File: src/verilog/exu_settings.svh
`ifndef EXU_SETTINGS_SVH
`define EXU_SETTINGS_SVH

`define XLEN 32
`define NUM_REGS 32

// machine csr addresses
`define CSR_MSTATUS 12'h300
`define CSR_MTVEC 12'h305
`define CSR_MEPC 12'h341
`define CSR_MCAUSE 12'h342

`define ECALL_CAUSE 11 // environment call from m-mode

`endif

File: src/verilog/exu_pkg.sv
`include "exu_settings.svh"

package exu_pkg;

  typedef enum logic [6:0] {
    opc_lui    = 7'b0110111,
    opc_auipc  = 7'b0010111,
    opc_jal    = 7'b1101111,
    opc_jalr   = 7'b1100111,
    opc_branch = 7'b1100011,
    opc_op_imm = 7'b0010011,
    opc_op     = 7'b0110011,
    opc_system = 7'b1110011
  } opcode_e;

  typedef enum logic [4:0] {
    alu_add, alu_sub, alu_sll, alu_slt, alu_sltu, alu_xor,
    alu_srl, alu_sra, alu_or, alu_and,
    alu_and_not, // csrrc
    alu_pass_b,
    alu_eq, alu_ne, alu_lt, alu_ge, alu_ltu, alu_geu
  } alu_op_e;

  typedef enum logic [1:0] {op2_rs2, op2_imm, op2_csr} operand2_sel_e;

  typedef enum logic [2:0] {
    npc_seq,
    npc_pc_imm,
    npc_alu,    // jalr, bit 0 cleared
    npc_branch,
    npc_csr     // ecall and mret
  } npc_sel_e;

  typedef enum logic [1:0] {wd_alu, wd_seq, wd_pc_imm, wd_csr} wdata_sel_e;

  typedef struct packed {
    logic [`XLEN-1:0] pc;
    logic [`XLEN-1:0] imm;
    logic [`XLEN-1:0] src1;
    logic [`XLEN-1:0] src2;
    logic [`XLEN-1:0] csr_src;
    alu_op_e          alu_op;
    operand2_sel_e    operand2_sel;
    npc_sel_e         npc_sel;
    wdata_sel_e       wdata_sel;
    logic [4:0]       rd;
    logic             rd_we;
    logic [11:0]      csr_addr;
    logic             csr_we;
    logic             is_ecall;
    logic             illegal;
  } decoded_t;

  typedef struct packed {
    logic [`XLEN-1:0] pc;
    logic [`XLEN-1:0] npc;
    logic [4:0]       rd;
    logic             rd_we;
    logic [`XLEN-1:0] rd_wdata;
    logic [11:0]      csr_addr;
    logic             csr_we;
    logic [`XLEN-1:0] csr_wdata;
    logic             illegal;
  } commit_t;

endpackage

File: src/verilog/alu.sv
`timescale 1ns/10ps
`include "exu_settings.svh"

module alu
  import exu_pkg::*;
(
  input  alu_op_e          op,
  input  logic [`XLEN-1:0] a,
  input  logic [`XLEN-1:0] b,
  output logic [`XLEN-1:0] result
);

  logic [4:0] shamt;
  logic       eq;
  logic       lt_s;
  logic       lt_u;

  assign shamt = b[4:0];
  assign eq = a == b;
  assign lt_s = $signed(a) < $signed(b);
  assign lt_u = a < b;

  always_comb begin
    result = '0;
    case (op)
      alu_add:     result = a + b;
      alu_sub:     result = a - b;
      alu_sll:     result = a << shamt;
      alu_slt:     result[0] = lt_s;
      alu_sltu:    result[0] = lt_u;
      alu_xor:     result = a ^ b;
      alu_srl:     result = a >> shamt;
      alu_sra:     result = $unsigned($signed(a) >>> shamt);
      alu_or:      result = a | b;
      alu_and:     result = a & b;
      alu_and_not: result = a & ~b;
      alu_pass_b:  result = b;
      // branch compares, taken flag in bit 0
      alu_eq:      result[0] = eq;
      alu_ne:      result[0] = !eq;
      alu_lt:      result[0] = lt_s;
      alu_ge:      result[0] = !lt_s;
      alu_ltu:     result[0] = lt_u;
      alu_geu:     result[0] = !lt_u;
      default:     result = '0;
    endcase
  end

endmodule

File: src/verilog/regfile.sv
`timescale 1ns/10ps
`include "exu_settings.svh"

module regfile (
  input  logic             clock,
  input  logic             reset,
  input  logic [4:0]       rs1,
  input  logic [4:0]       rs2,
  output logic [`XLEN-1:0] rdata1,
  output logic [`XLEN-1:0] rdata2,
  input  logic             we,
  input  logic [4:0]       rd,
  input  logic [`XLEN-1:0] wdata
);

  logic [`XLEN-1:0] regs [`NUM_REGS];

  always_ff @(posedge clock) begin
    if (reset) begin
      for (int i = 0; i < `NUM_REGS; i++) begin
        regs[i] <= '0;
      end
    end else if (we && rd != 5'd0) begin // x0 stays zero
      regs[rd] <= wdata;
    end
  end

  assign rdata1 = regs[rs1];
  assign rdata2 = regs[rs2];

  a_x0_zero: assert property (@(posedge clock) disable iff (reset)
    (rs1 == 5'd0 |-> rdata1 == '0) and (rs2 == 5'd0 |-> rdata2 == '0));

endmodule

File: src/verilog/csr_file.sv
`timescale 1ns/10ps
`include "exu_settings.svh"

module csr_file (
  input  logic             clock,
  input  logic             reset,
  input  logic [11:0]      addr,
  output logic [`XLEN-1:0] rdata,
  output logic             known,
  input  logic             we,
  input  logic [`XLEN-1:0] wdata,
  input  logic             ecall,
  input  logic [`XLEN-1:0] ecall_pc
);

  logic [`XLEN-1:0] mstatus;
  logic [`XLEN-1:0] mtvec;
  logic [`XLEN-1:0] mepc;
  logic [`XLEN-1:0] mcause;

  always_comb begin
    known = 1'b1;
    rdata = '0;
    case (addr)
      `CSR_MSTATUS: rdata = mstatus;
      `CSR_MTVEC:   rdata = mtvec;
      `CSR_MEPC:    rdata = mepc;
      `CSR_MCAUSE:  rdata = mcause;
      default:      known = 1'b0; // reads zero
    endcase
  end

  always_ff @(posedge clock) begin
    if (reset) begin
      mstatus <= '0;
      mtvec <= '0;
      mepc <= '0;
      mcause <= '0;
    end else begin
      if (we) begin
        case (addr)
          `CSR_MSTATUS: mstatus <= wdata;
          `CSR_MTVEC:   mtvec <= wdata;
          `CSR_MEPC:    mepc <= wdata;
          `CSR_MCAUSE:  mcause <= wdata;
          default:      ;
        endcase
      end
      if (ecall) begin // trap entry
        mepc <= ecall_pc;
        mcause <= `ECALL_CAUSE;
      end
    end
  end

endmodule

File: src/verilog/idu.sv
`timescale 1ns/10ps
`include "exu_settings.svh"

module idu
  import exu_pkg::*;
(
  input  logic             clock,
  input  logic             reset,
  input  logic             inst_valid,
  output logic             inst_ready,
  input  logic [31:0]      inst,
  input  logic [`XLEN-1:0] pc,
  output logic [4:0]       rs1,
  output logic [4:0]       rs2,
  input  logic [`XLEN-1:0] rdata1,
  input  logic [`XLEN-1:0] rdata2,
  output logic [11:0]      csr_addr,
  input  logic [`XLEN-1:0] csr_rdata,
  input  logic             csr_known,
  output logic             dvalid,
  input  logic             dready,
  output decoded_t         decoded,
  input  logic             busy_clear
);

  logic             busy;
  logic             take;
  decoded_t         dec;
  logic [6:0]       opcode;
  logic [2:0]       funct3;
  logic [6:0]       funct7;
  logic [4:0]       rd;
  logic [11:0]      sys_addr;
  logic [`XLEN-1:0] imm_i;
  logic [`XLEN-1:0] imm_b;
  logic [`XLEN-1:0] imm_u;
  logic [`XLEN-1:0] imm_j;

  function automatic alu_op_e arith_op(input logic [2:0] f3, input logic alt);
    case (f3)
      3'b000:  arith_op = alt ? alu_sub : alu_add;
      3'b001:  arith_op = alu_sll;
      3'b010:  arith_op = alu_slt;
      3'b011:  arith_op = alu_sltu;
      3'b100:  arith_op = alu_xor;
      3'b101:  arith_op = alt ? alu_sra : alu_srl;
      3'b110:  arith_op = alu_or;
      default: arith_op = alu_and;
    endcase
  endfunction

  assign opcode = inst[6:0];
  assign funct3 = inst[14:12];
  assign funct7 = inst[31:25];
  assign rd = inst[11:7];
  assign rs1 = inst[19:15];
  assign rs2 = inst[24:20];

  assign imm_i = {{20{inst[31]}}, inst[31:20]};
  assign imm_b = {{19{inst[31]}}, inst[31], inst[7], inst[30:25], inst[11:8], 1'b0};
  assign imm_u = {inst[31:12], 12'b0};
  assign imm_j = {{11{inst[31]}}, inst[31], inst[19:12], inst[20], inst[30:21], 1'b0};

  // ecall reads mtvec, mret reads mepc
  assign sys_addr = (funct3 != 3'b000) ? inst[31:20]
                  : (inst[31:20] == 12'h302) ? `CSR_MEPC : `CSR_MTVEC;
  // held address serves the csr write on the commit cycle
  assign csr_addr = busy ? decoded.csr_addr : sys_addr;

  always_comb begin
    dec = '0;
    dec.pc = pc;
    dec.imm = imm_i;
    dec.src1 = rdata1;
    dec.src2 = rdata2;
    dec.csr_src = csr_rdata;
    dec.alu_op = alu_add;
    dec.operand2_sel = op2_rs2;
    dec.npc_sel = npc_seq;
    dec.wdata_sel = wd_alu;
    dec.rd = rd;
    case (opcode)
      opc_lui: begin
        dec.imm = imm_u;
        dec.alu_op = alu_pass_b;
        dec.operand2_sel = op2_imm;
        dec.rd_we = 1'b1;
      end
      opc_auipc: begin
        dec.imm = imm_u;
        dec.wdata_sel = wd_pc_imm;
        dec.rd_we = 1'b1;
      end
      opc_jal: begin
        dec.imm = imm_j;
        dec.npc_sel = npc_pc_imm;
        dec.wdata_sel = wd_seq;
        dec.rd_we = 1'b1;
      end
      opc_jalr: begin
        dec.operand2_sel = op2_imm;
        dec.npc_sel = npc_alu;
        dec.wdata_sel = wd_seq;
        dec.rd_we = 1'b1;
        dec.illegal = funct3 != 3'b000;
      end
      opc_branch: begin
        dec.imm = imm_b;
        dec.npc_sel = npc_branch;
        case (funct3)
          3'b000:  dec.alu_op = alu_eq;
          3'b001:  dec.alu_op = alu_ne;
          3'b100:  dec.alu_op = alu_lt;
          3'b101:  dec.alu_op = alu_ge;
          3'b110:  dec.alu_op = alu_ltu;
          3'b111:  dec.alu_op = alu_geu;
          default: dec.illegal = 1'b1;
        endcase
      end
      opc_op_imm: begin
        dec.alu_op = arith_op(funct3, funct3 == 3'b101 && funct7[5]);
        dec.operand2_sel = op2_imm;
        dec.rd_we = 1'b1;
        if (funct3 == 3'b001 && funct7 != 7'b0)
          dec.illegal = 1'b1;
        if (funct3 == 3'b101 && (funct7 & 7'b1011111) != 7'b0)
          dec.illegal = 1'b1;
      end
      opc_op: begin
        dec.alu_op = arith_op(funct3, funct7[5]);
        dec.rd_we = 1'b1;
        if ((funct7 & 7'b1011111) != 7'b0)
          dec.illegal = 1'b1;
        if (funct7[5] && funct3 != 3'b000 && funct3 != 3'b101)
          dec.illegal = 1'b1;
      end
      opc_system: begin
        dec.csr_addr = sys_addr;
        dec.wdata_sel = wd_csr; // old csr value to rd
        dec.rd_we = 1'b1;
        dec.csr_we = 1'b1;
        case (funct3)
          3'b001: begin // csrrw, rs1 value goes out on b
            dec.alu_op = alu_pass_b;
            dec.src2 = rdata1;
          end
          3'b010: begin
            dec.alu_op = alu_or;
            dec.operand2_sel = op2_csr;
            dec.csr_we = rs1 != 5'd0;
          end
          3'b011: begin // csr & ~rs1
            dec.alu_op = alu_and_not;
            dec.src1 = csr_rdata;
            dec.src2 = rdata1;
            dec.csr_we = rs1 != 5'd0;
          end
          3'b000: begin // ecall or mret
            dec.rd_we = 1'b0;
            dec.csr_we = 1'b0;
            dec.npc_sel = npc_csr;
            dec.is_ecall = inst[31:20] == 12'h000;
            if (inst[19:7] != 13'b0 || (inst[31:20] != 12'h000 && inst[31:20] != 12'h302))
              dec.illegal = 1'b1;
          end
          default: dec.illegal = 1'b1;
        endcase
        if (funct3 != 3'b000 && !csr_known)
          dec.illegal = 1'b1;
      end
      default: dec.illegal = 1'b1;
    endcase
    if (dec.illegal) begin
      dec.rd_we = 1'b0;
      dec.csr_we = 1'b0;
      dec.is_ecall = 1'b0;
      dec.npc_sel = npc_seq;
    end else if (rd == 5'd0) begin
      dec.rd_we = 1'b0;
    end
  end

  assign take = inst_valid && inst_ready;
  assign inst_ready = !busy;

  always_ff @(posedge clock) begin
    if (reset) begin
      busy <= 1'b0;
      dvalid <= 1'b0;
    end else if (take) begin
      busy <= 1'b1;
      dvalid <= 1'b1;
    end else begin
      if (busy_clear)
        busy <= 1'b0;
      if (dvalid && dready)
        dvalid <= 1'b0;
    end
  end

  always_ff @(posedge clock) begin
    if (take)
      decoded <= dec; // operands sampled here
  end

  a_decoded_held: assert property (@(posedge clock) disable iff (reset)
    dvalid && !dready |=> $stable(decoded));

endmodule

File: src/verilog/exu.sv
`timescale 1ns/10ps
`include "exu_settings.svh"

module exu
  import exu_pkg::*;
(
  input  logic             clock,
  input  logic             reset,
  input  logic             dvalid,
  output logic             dready,
  input  decoded_t         decoded,
  output logic             evalid,
  output alu_op_e          alu_op,
  output logic [`XLEN-1:0] alu_a,
  output logic [`XLEN-1:0] alu_b,
  input  logic [`XLEN-1:0] alu_result,
  output logic [`XLEN-1:0] npc,
  output logic [`XLEN-1:0] rd_wdata,
  output logic [`XLEN-1:0] csr_wdata
);

  decoded_t         held;
  logic [`XLEN-1:0] snpc;
  logic [`XLEN-1:0] dnpc;

  always_ff @(posedge clock) begin
    if (reset) begin
      dready <= 1'b1;
      evalid <= 1'b0;
    end else if (dvalid && dready) begin
      dready <= 1'b0;
      evalid <= 1'b1;
    end else if (evalid) begin
      evalid <= 1'b0;
      dready <= 1'b1;
    end
  end

  always_ff @(posedge clock) begin
    if (dvalid && dready)
      held <= decoded;
  end

  assign snpc = held.pc + `XLEN'd4;
  assign dnpc = held.pc + held.imm;

  assign alu_op = held.alu_op;
  assign alu_a = held.src1;

  always_comb begin
    case (held.operand2_sel)
      op2_rs2: alu_b = held.src2;
      op2_imm: alu_b = held.imm;
      op2_csr: alu_b = held.csr_src; // csrrs
      default: alu_b = '0;
    endcase
  end

  always_comb begin
    case (held.npc_sel)
      npc_seq:    npc = snpc;
      npc_pc_imm: npc = dnpc;
      npc_alu:    npc = {alu_result[`XLEN-1:1], 1'b0};
      npc_branch: npc = alu_result[0] ? dnpc : snpc;
      npc_csr:    npc = held.csr_src;
      default:    npc = snpc;
    endcase
  end

  always_comb begin
    case (held.wdata_sel)
      wd_alu:    rd_wdata = alu_result;
      wd_seq:    rd_wdata = snpc; // link
      wd_pc_imm: rd_wdata = dnpc; // auipc
      default:   rd_wdata = held.csr_src;
    endcase
  end

  assign csr_wdata = alu_result;

  a_evalid_pulse: assert property (@(posedge clock) disable iff (reset)
    evalid |=> !evalid);

endmodule

File: src/verilog/exec_top.sv
`timescale 1ns/10ps
`include "exu_settings.svh"

module exec_top
  import exu_pkg::*;
(
  input  logic             clock,
  input  logic             reset,
  input  logic             inst_valid,
  output logic             inst_ready,
  input  logic [31:0]      inst,
  input  logic [`XLEN-1:0] pc,
  output logic             commit_valid,
  output commit_t          commit
);

  logic [4:0]       rs1;
  logic [4:0]       rs2;
  logic [`XLEN-1:0] rdata1;
  logic [`XLEN-1:0] rdata2;
  logic [11:0]      csr_addr;
  logic [`XLEN-1:0] csr_rdata;
  logic             csr_known;
  logic             dvalid;
  logic             dready;
  logic             evalid;
  decoded_t         decoded;
  alu_op_e          alu_op;
  logic [`XLEN-1:0] alu_a;
  logic [`XLEN-1:0] alu_b;
  logic [`XLEN-1:0] alu_result;
  logic [`XLEN-1:0] npc;
  logic [`XLEN-1:0] rd_wdata;
  logic [`XLEN-1:0] csr_wdata;

  idu u_idu (
    .clock, .reset, .inst_valid, .inst_ready, .inst, .pc,
    .rs1, .rs2, .rdata1, .rdata2,
    .csr_addr, .csr_rdata, .csr_known,
    .dvalid, .dready, .decoded,
    .busy_clear(evalid)
  );

  exu u_exu (
    .clock, .reset, .dvalid, .dready, .decoded, .evalid,
    .alu_op, .alu_a, .alu_b, .alu_result,
    .npc, .rd_wdata, .csr_wdata
  );

  alu u_alu (
    .op    (alu_op),
    .a     (alu_a),
    .b     (alu_b),
    .result(alu_result)
  );

  // idu keeps its decoded word until the next take, so it matches exu's copy
  regfile u_regfile (
    .clock, .reset, .rs1, .rs2, .rdata1, .rdata2,
    .we   (evalid && decoded.rd_we),
    .rd   (decoded.rd),
    .wdata(rd_wdata)
  );

  csr_file u_csr_file (
    .clock, .reset,
    .addr    (csr_addr),
    .rdata   (csr_rdata),
    .known   (csr_known),
    .we      (evalid && decoded.csr_we),
    .wdata   (csr_wdata),
    .ecall   (evalid && decoded.is_ecall),
    .ecall_pc(decoded.pc)
  );

  assign commit_valid = evalid;
  assign commit = '{
    pc:        decoded.pc,
    npc:       npc,
    rd:        decoded.rd,
    rd_we:     decoded.rd_we,
    rd_wdata:  rd_wdata,
    csr_addr:  decoded.csr_addr,
    csr_we:    decoded.csr_we,
    csr_wdata: csr_wdata,
    illegal:   decoded.illegal
  };

endmodule

File: config.mk
export PLATFORM = sky130hd
export DESIGN_NAME = exec_top
export DESIGN_NICKNAME = d
export VERILOG_FILES = /design/src/verilog/exu_pkg.sv /design/src/verilog/alu.sv /design/src/verilog/regfile.sv /design/src/verilog/csr_file.sv /design/src/verilog/idu.sv /design/src/verilog/exu.sv /design/src/verilog/exec_top.sv
export VERILOG_INCLUDE_DIRS = /design/src /design/src/verilog
export SDC_FILE = /design/constraint.sdc
export NUM_CORES = 2
export LEC_CHECK = 0
export ABC_AREA = 1
export CAP_MARGIN = 20
export CORE_MARGIN = 4
export CORE_UTILIZATION = 30
export CTS_CLUSTER_DIAMETER = 60
export CTS_CLUSTER_SIZE = 20
export DETAILED_ROUTE_END_ITERATION = 12
export DONT_BUFFER_PORTS = 1
export PLACE_DENSITY = 0.4
export SYNTH_ARGS = -nofsm -noshare
export SYNTH_HDL_FRONTEND = slang
export SYNTH_HIERARCHICAL = 1
export SYNTH_SLANG_ARGS = --single-unit
File: constraint.sdc
create_clock -name clock -period 11.5 [get_ports clock]
set_input_delay 0 -clock clock [delete_from_list [all_inputs] [get_ports clock]]
set_output_delay 0 -clock clock [all_outputs]
set_load 0.01 [all_outputs]
## Yosys cells after proc, flatten, opt, wreduce, memory -nomap -nowiden

Memories as Yosys holds them, arrays and structs flattened.
Index checks and enable logic that the tools add are counted.

| word-level totals | value |
|---|---|
| flip-flop bits (word level) | 497 |
| memory bits (writable) | 1024 |
| input port bits | 67 |
| output and inout port bits | 150 |
| word-level logic and storage cells | 220 |
| memories kept | 1 |

| cells by class | value |
|---|---|
| add/sub/neg operators | 4 |
| $lt $le $gt $ge | 2 |
| equal/unequal tests | 48 |
| shift-type cells | 3 |
| multiplexer cells | 62 |
| bitwise operators | 7 |
| reductions and logical operators | 60 |

Memories:

| name | words | width | read ports | clocked after memory_dff | write ports | line | RTL |
|---|---|---|---|---|---|---|---|
| u_regfile.regs | 32 | 32 | 2 | 0 | 32 | regfile.sv:16 | `` logic [`XLEN-1:0] regs [`NUM_REGS]; `` |

Operators by type and width:

| cell | number |
|---|---|
| case mux 31 bit (10 select lines) | 1 |
| case mux 32 bit (4 select lines) | 2 |
| two-way mux 32 bit | 7 |
| case mux 32 bit (3 select lines) | 2 |
| case mux 31 bit (3 select lines) | 1 |
| case mux 5 bit (7 select lines) | 2 |
| adder 32 bit | 2 |
| AND 32 bit | 2 |
| < comparator 32 bit | 2 |
| two-way mux 64 bit | 1 |
| == test 12 x 10 -> 1 bit (second input constant) | 5 |
| == test 5 x 4 -> 1 bit (second input constant) | 8 |
| adder 32 x 3 -> 32 bit (second input constant) | 1 |
| == test 32 bit | 1 |
| NOT 32 bit | 1 |
| bitwise OR 32 bit | 1 |
| OR reduction 32 bit | 1 |
| << shifter 32 x 5 -> 32 bit | 1 |
| right shift 32 x 5 -> 32 bit | 1 |
| >>> shifter 32 x 5 -> 32 bit | 1 |
| subtractor 32 bit | 1 |
| XOR 32 bit | 1 |
| case mux 5 bit (6 select lines) | 1 |
| == test 7 bit (second input constant) | 4 |
| 47 further kinds | 136 |

## Depth between registers and ports, before layout

| logic depth | value |
|---|---|
| depth in word-level cells | 12 |
| mapped depth | 31 |

## Hierarchy

The synthesis kept the hierarchy.

Modules (own cells, without submodules):

| module | times used | cells an instance | area an instance (µm²) | sequential area each (µm²) |
|---|---|---|---|---|
| regfile | 1 | 7194 | 56326.5 | 30749.5 |
| exu | 1 | 1377 | 11214.5 | 5205.0 |
| alu | 1 | 2189 | 10595.2 | 0.0 |
| idu | 1 | 523 | 7935.1 | 5835.6 |
| csr_file | 1 | 1092 | 6598.8 | 2562.5 |
| exec_top | 1 | 6 | 22.5 | 0.0 |

## Worst setup path after synthesis

Ideal clock, no wire load.

| timing path | value |
|---|---|
| path type | register -> register |
| start | register u_idu.busy |
| end | register u_idu/decoded[0] (netlist name) |
| data arrival time | 4.426 ns |
| path slack | 6.529 ns |
| stages on the path, launching flop included | 5 |
| buffers on the path | 1 |
| cell sequence | dfxtp_1 -> buf_2 -> clkinv_1 -> nand2_1 -> inv_1 |

| on the way | value |
|---|---|
| word-level cells in the longest chain between the ends | 2 |

Ends and longest elaborated chain:

| what | line | RTL |
|---|---|---|
| from (decl) | idu.sv:26 | `logic busy;` |
| from (signal assigned) | idu.sv:188 | `busy <= 1'b0;` |
| from (signal assigned) | idu.sv:191 | `busy <= 1'b1;` |
| from (signal assigned) | idu.sv:195 | `busy <= 1'b0;` |
| zero test 1 bit | idu.sv:184 | `assign inst_ready = !busy;` |
| named net inst_ready | exec_top.sv:10 | `output logic inst_ready,` |
| logical AND 1 bit | idu.sv:183 | `assign take = inst_valid && inst_ready;` |
| named net u_idu.take | idu.sv:27 | `logic take;` |

The timed path passes the listed nets, and every way through them passes these cells.
A chain may end at the register's enable or synchronous reset.

==> qor.txt <==
================================================================================
Status                                                              finished with violations
Violated checks                                                     max-slew violations
Final GP Congestion                                                        0.976
Reg area                                                               44400 um2
Met3 capacity usage during global routing                                 0.0517
Die span in y                                                             564 um
Most used DFF post-synth                                            sky130_fd_sc_hd__edfxtp_1
Static Leak                                                              43.4 nW
Clock buffers created by TritonCTS                                           167
Wire length of the first global-routing pass                              687 mm
Maximum resistive drop on vdd                                             129 uV
Cell count after placement                                                 15.8k
CTS Buffer Depth                                                               4
Nets@finish                                                                12.2k
Chip Width                                                                564 um
Most area-hungry cell type in the Yosys netlist                     sky130_fd_sc_hd__edfxtp_1
Syn Std Cell Area                                                      92700 um2
Combined area of the multi-input logic cells                           41700 um2
Count of clock tree sinks                                                   1521
Global-route met2 utilization                                              0.494
Clock H-tree levels                                                            4
Critical path arrival                                                    8.23 ns
Final WL                                                                  507 mm
Number of max-cap violations                                                   0
Most utilized layer in the global route result                              met2
CTS root buffer                                                     sky130_fd_sc_hd__clkbuf_16
Post-synthesis cell type count                                                64
Initial antenna violation count                                               36
Full die area                                                         318000 um2
Setup-failing EPs final                                                        0
Pin count of the biggest net entering global routing                         515
Flop and latch count out of synthesis                                       1521
Leading cell types by total area after synthesis                    sky130_fd_sc_hd__edfxtp_1 45%, sky130_fd_sc_hd__nand2_1 18%, sky130_fd_sc_hd__nand3_1 12%
Fraction of registers with async set/reset                                     0
P_sw                                                                   0.00489 W
Maximum achievable frequency                                             122 MHz
Maximum net fanout on the critical path                                       71
Max-slew violation count                                                     220
Synthesized instance count                                                 12.4k
Relative max-transition margin                                            -0.352
Post-detailed-route via-to-cell ratio                                       5.50
Power share of the sequential group                                        0.437
Total congestion overflow after global routing                                 0
Number of standard-cell rows in the floorplan                                203
Share of the clock period used by the worst path after layout              0.716
Met1 track demand over resource                                            0.399
Number of enable-type register cells in the synthesized netlist             1389
Total iterations of the first detailed-routing run                             7
DRC violation count after routing                                              0
Critical path class                                                 flip-flop to output port
Clock Pin Slew Worst Setup and Hold Paths                                0.07 ns
Routed Antenna Nets                                                            0
Fin Clk Skew                                                            0.103 ns
Total internal power                                                   0.00987 W
Proportion of layout cells with a drive suffix above 1                    0.0595
Count of final hold-check violations                                           0
Ratio of total power to cell area                                     144 nW/um2
Number of DRC markers in iteration 0                                       10.7k
Starting density of the core                                               0.302
Unrepaired setup endpoints after global routing                            false
Combinational group share of total power                                   0.174
Total number of yosys warnings                                                 6
Number of fillers in the final layout                                      32.5k
Worst Hold Depth                                                               7
Total of buffers placed on input and output ports                              0
Commonest cells in the netlist                                      4543 x sky130_fd_sc_hd__nand2_1, 2175 x sky130_fd_sc_hd__nand3_1, 1498 x sky130_fd_sc_hd__nor2_1
GRT Util Overall                                                           0.306
Most repeated cell in the gate-level netlist after synthesis        sky130_fd_sc_hd__nand2_1
CTS tree                                                                    done
Post-route setup TNS                                                        0 ns
Placed wire-length estimate after detailed placement                      316 mm
Worst min path class                                                input pin to flip-flop
Avg Inst Size Synth                                                     7.49 um2
Number of global-route vias before repair                                  83.7k
Wire per inst                                                            31.2 um
Part of the power in the clock network                                     0.389
Share of the synthesized area in the top cell type                         0.450
Actual transition at the worst max-transition pin                        2.03 ns
R2r worst-path depth                                                          21
Core area                                                             307000 um2
Total vias in the final route                                              89.3k
Area added between synthesis and finish                                    10.8%
I/O pin count                                                                217
Post-layout min period                                                   8.23 ns
Element type at the critical path start                                flip-flop
Worst Path Required                                                     11.50 ns
Sequential area share after synthesis                                      0.478
Clock insertion delay at the later pin of the skew report                0.90 ns
Switching share of total power                                             0.331
Type of destination of the critical path                             output port
Final standard cell count with taps included and fillers excluded          16.2k
================================================================================
==> power groups by stage <==
stage                     logic [W]  registers (W)  clock network [W]
after floorplan             0.00150        0.00648                  0
after global placement      0.00241        0.00657                  0
after detailed placement    0.00241        0.00657                  0
after CTS                   0.00251        0.00645            0.00586
after global routing        0.00271        0.00647            0.00607
final                       0.00257        0.00646            0.00574
==> worst paths after layout <==
kind	start	to	slack, ns
min	inst[22]	u_idu/decoded[86]	0.06
min reg2reg	u_idu/decoded[85]	u_exu/held[85]	0.40
max reg2reg	u_exu/held[27]	u_regfile/regs[15][8]	3.68
max	u_exu/held[27]	commit[86]	3.27
==> repair_timing <==
item                                    in CTS  in global routing
hold buffers                               140                  0
endpoints found under the hold margin      352                  0
endpoints found under the setup margin       0                  0
setup buffers                                0                  0
resized for setup                            0                  0
==> registers in the layout, summed over array words and instances (netlist names) <==
name                cells
u_csr_file/mepc        32
u_exu/held            135
u_csr_file/mstatus     32
u_idu/busy              1
u_csr_file/mtvec       32
u_regfile/regs       1024
u_exu/dready            1
u_idu/dvalid            1
u_idu/decoded         193
u_exu/alu_op            5
u_exu/evalid            1
u_exu/alu_a            32
u_csr_file/mcause      32
==> critical path, cell delays in order, from the launching register on <==
cell and delay, ns:
sky130_fd_sc_hd__edfxtp_1 0.41, sky130_fd_sc_hd__inv_1 0.69, sky130_fd_sc_hd__or2_2 0.68, sky130_fd_sc_hd__o211ai_1 0.16, sky130_fd_sc_hd__buf_4 0.21, sky130_fd_sc_hd__inv_2 0.05
sky130_fd_sc_hd__buf_4 0.62, sky130_fd_sc_hd__ha_1 0.50, sky130_fd_sc_hd__nor2_1 0.32, sky130_fd_sc_hd__nand2_1 0.12, sky130_fd_sc_hd__nor2_1 0.37, sky130_fd_sc_hd__nand2_1 0.11
sky130_fd_sc_hd__o21ai_1 0.15, sky130_fd_sc_hd__nand2_1 0.06, sky130_fd_sc_hd__nor2_1 0.10, sky130_fd_sc_hd__nand2_1 0.06, sky130_fd_sc_hd__nor2_1 0.10, sky130_fd_sc_hd__nand3_1 0.07
sky130_fd_sc_hd__buf_4 0.22, sky130_fd_sc_hd__or2_2 0.37, sky130_fd_sc_hd__o21ai_4 0.87, sky130_fd_sc_hd__inv_1 0.41, sky130_fd_sc_hd__o21ai_0 0.70
==> kinds of logic (layout without fill, tap and decap cells) <==
| family | count (synthesis) | in the layout | synth area share |
|---|---|---|---|
| AND/OR/NAND/NOR | 8507 | 8507 | 0.383 |
| buffers and inverters | 1644 | 1347 | 0.0769 |
| flip-flops | 1521 | 1521 | 0.478 |
| AO/OA/AOI/OAI | 473 | 473 | 0.0300 |
| adder cells (fa/ha/maj) | 139 | 139 | 0.0190 |
| multiplexers | 64 | 64 | 0.00899 |
| XOR/XNOR | 32 | 32 | 0.00310 |
| other | 1 | 47 | 0.0000405 |
==> through the flow <==
stage          instance area [um2]  power [W]  hold slack [ns]  utilization  worst slack, ns
3_5_place_dp                 95400    0.00898           0.0989        0.311             3.84
5_1_grt                     103000     0.0153           0.0488        0.335             2.89
4_1_cts                     103000     0.0148        0.0000639        0.334             3.44
6_report                    103000     0.0148           0.0608        0.335             3.27
2_1_floorplan                92800    0.00798           0.0691            -             6.53
3_3_place_gp                 95300    0.00898           0.0988        0.311             3.83
==> layout by cell type, fill, tap and decap left out, types with 136 or more instances in the layout <==
master / Yosys / final
sky130_fd_sc_hd__buf_4: 93 / 169
sky130_fd_sc_hd__nand2_1: 4543 / 4494
sky130_fd_sc_hd__clkbuf_16: 0 / 169
sky130_fd_sc_hd__a21oi_1: 142 / 140
sky130_fd_sc_hd__o21ai_0: 150 / 145
sky130_fd_sc_hd__inv_1: 687 / 680
sky130_fd_sc_hd__edfxtp_1: 1389 / 1389
sky130_fd_sc_hd__nor2_1: 1498 / 1496
sky130_fd_sc_hd__ha_1: 136 / 136
sky130_fd_sc_hd__nand3_1: 2175 / 2173
==> layer usage <==
| metal | wire (um) | vias to the layer above | share of wire |
|---|---|---|---|
| li1 | - | 39700 | - |
| met1 | 208000 | 44000 | 0.41 |
| met2 | 232000 | 4618 | 0.46 |
| met3 | 39700 | 908 | 0.078 |
| met4 | 26600 | 10 | 0.053 |
| met5 | 59 | - | 0.00012 |
==> cell type report <==
cell class,count,area share
sequential,1521,0.432
multi-input combinational,9247,0.406
tap,4100,0.0500
clock buffer,178,0.0417
timing repair buffer,318,0.0293
inverter,724,0.0271
clock inverter,127,0.0134
antenna,15,0.000366
Power figures use the tool's default switching activity.
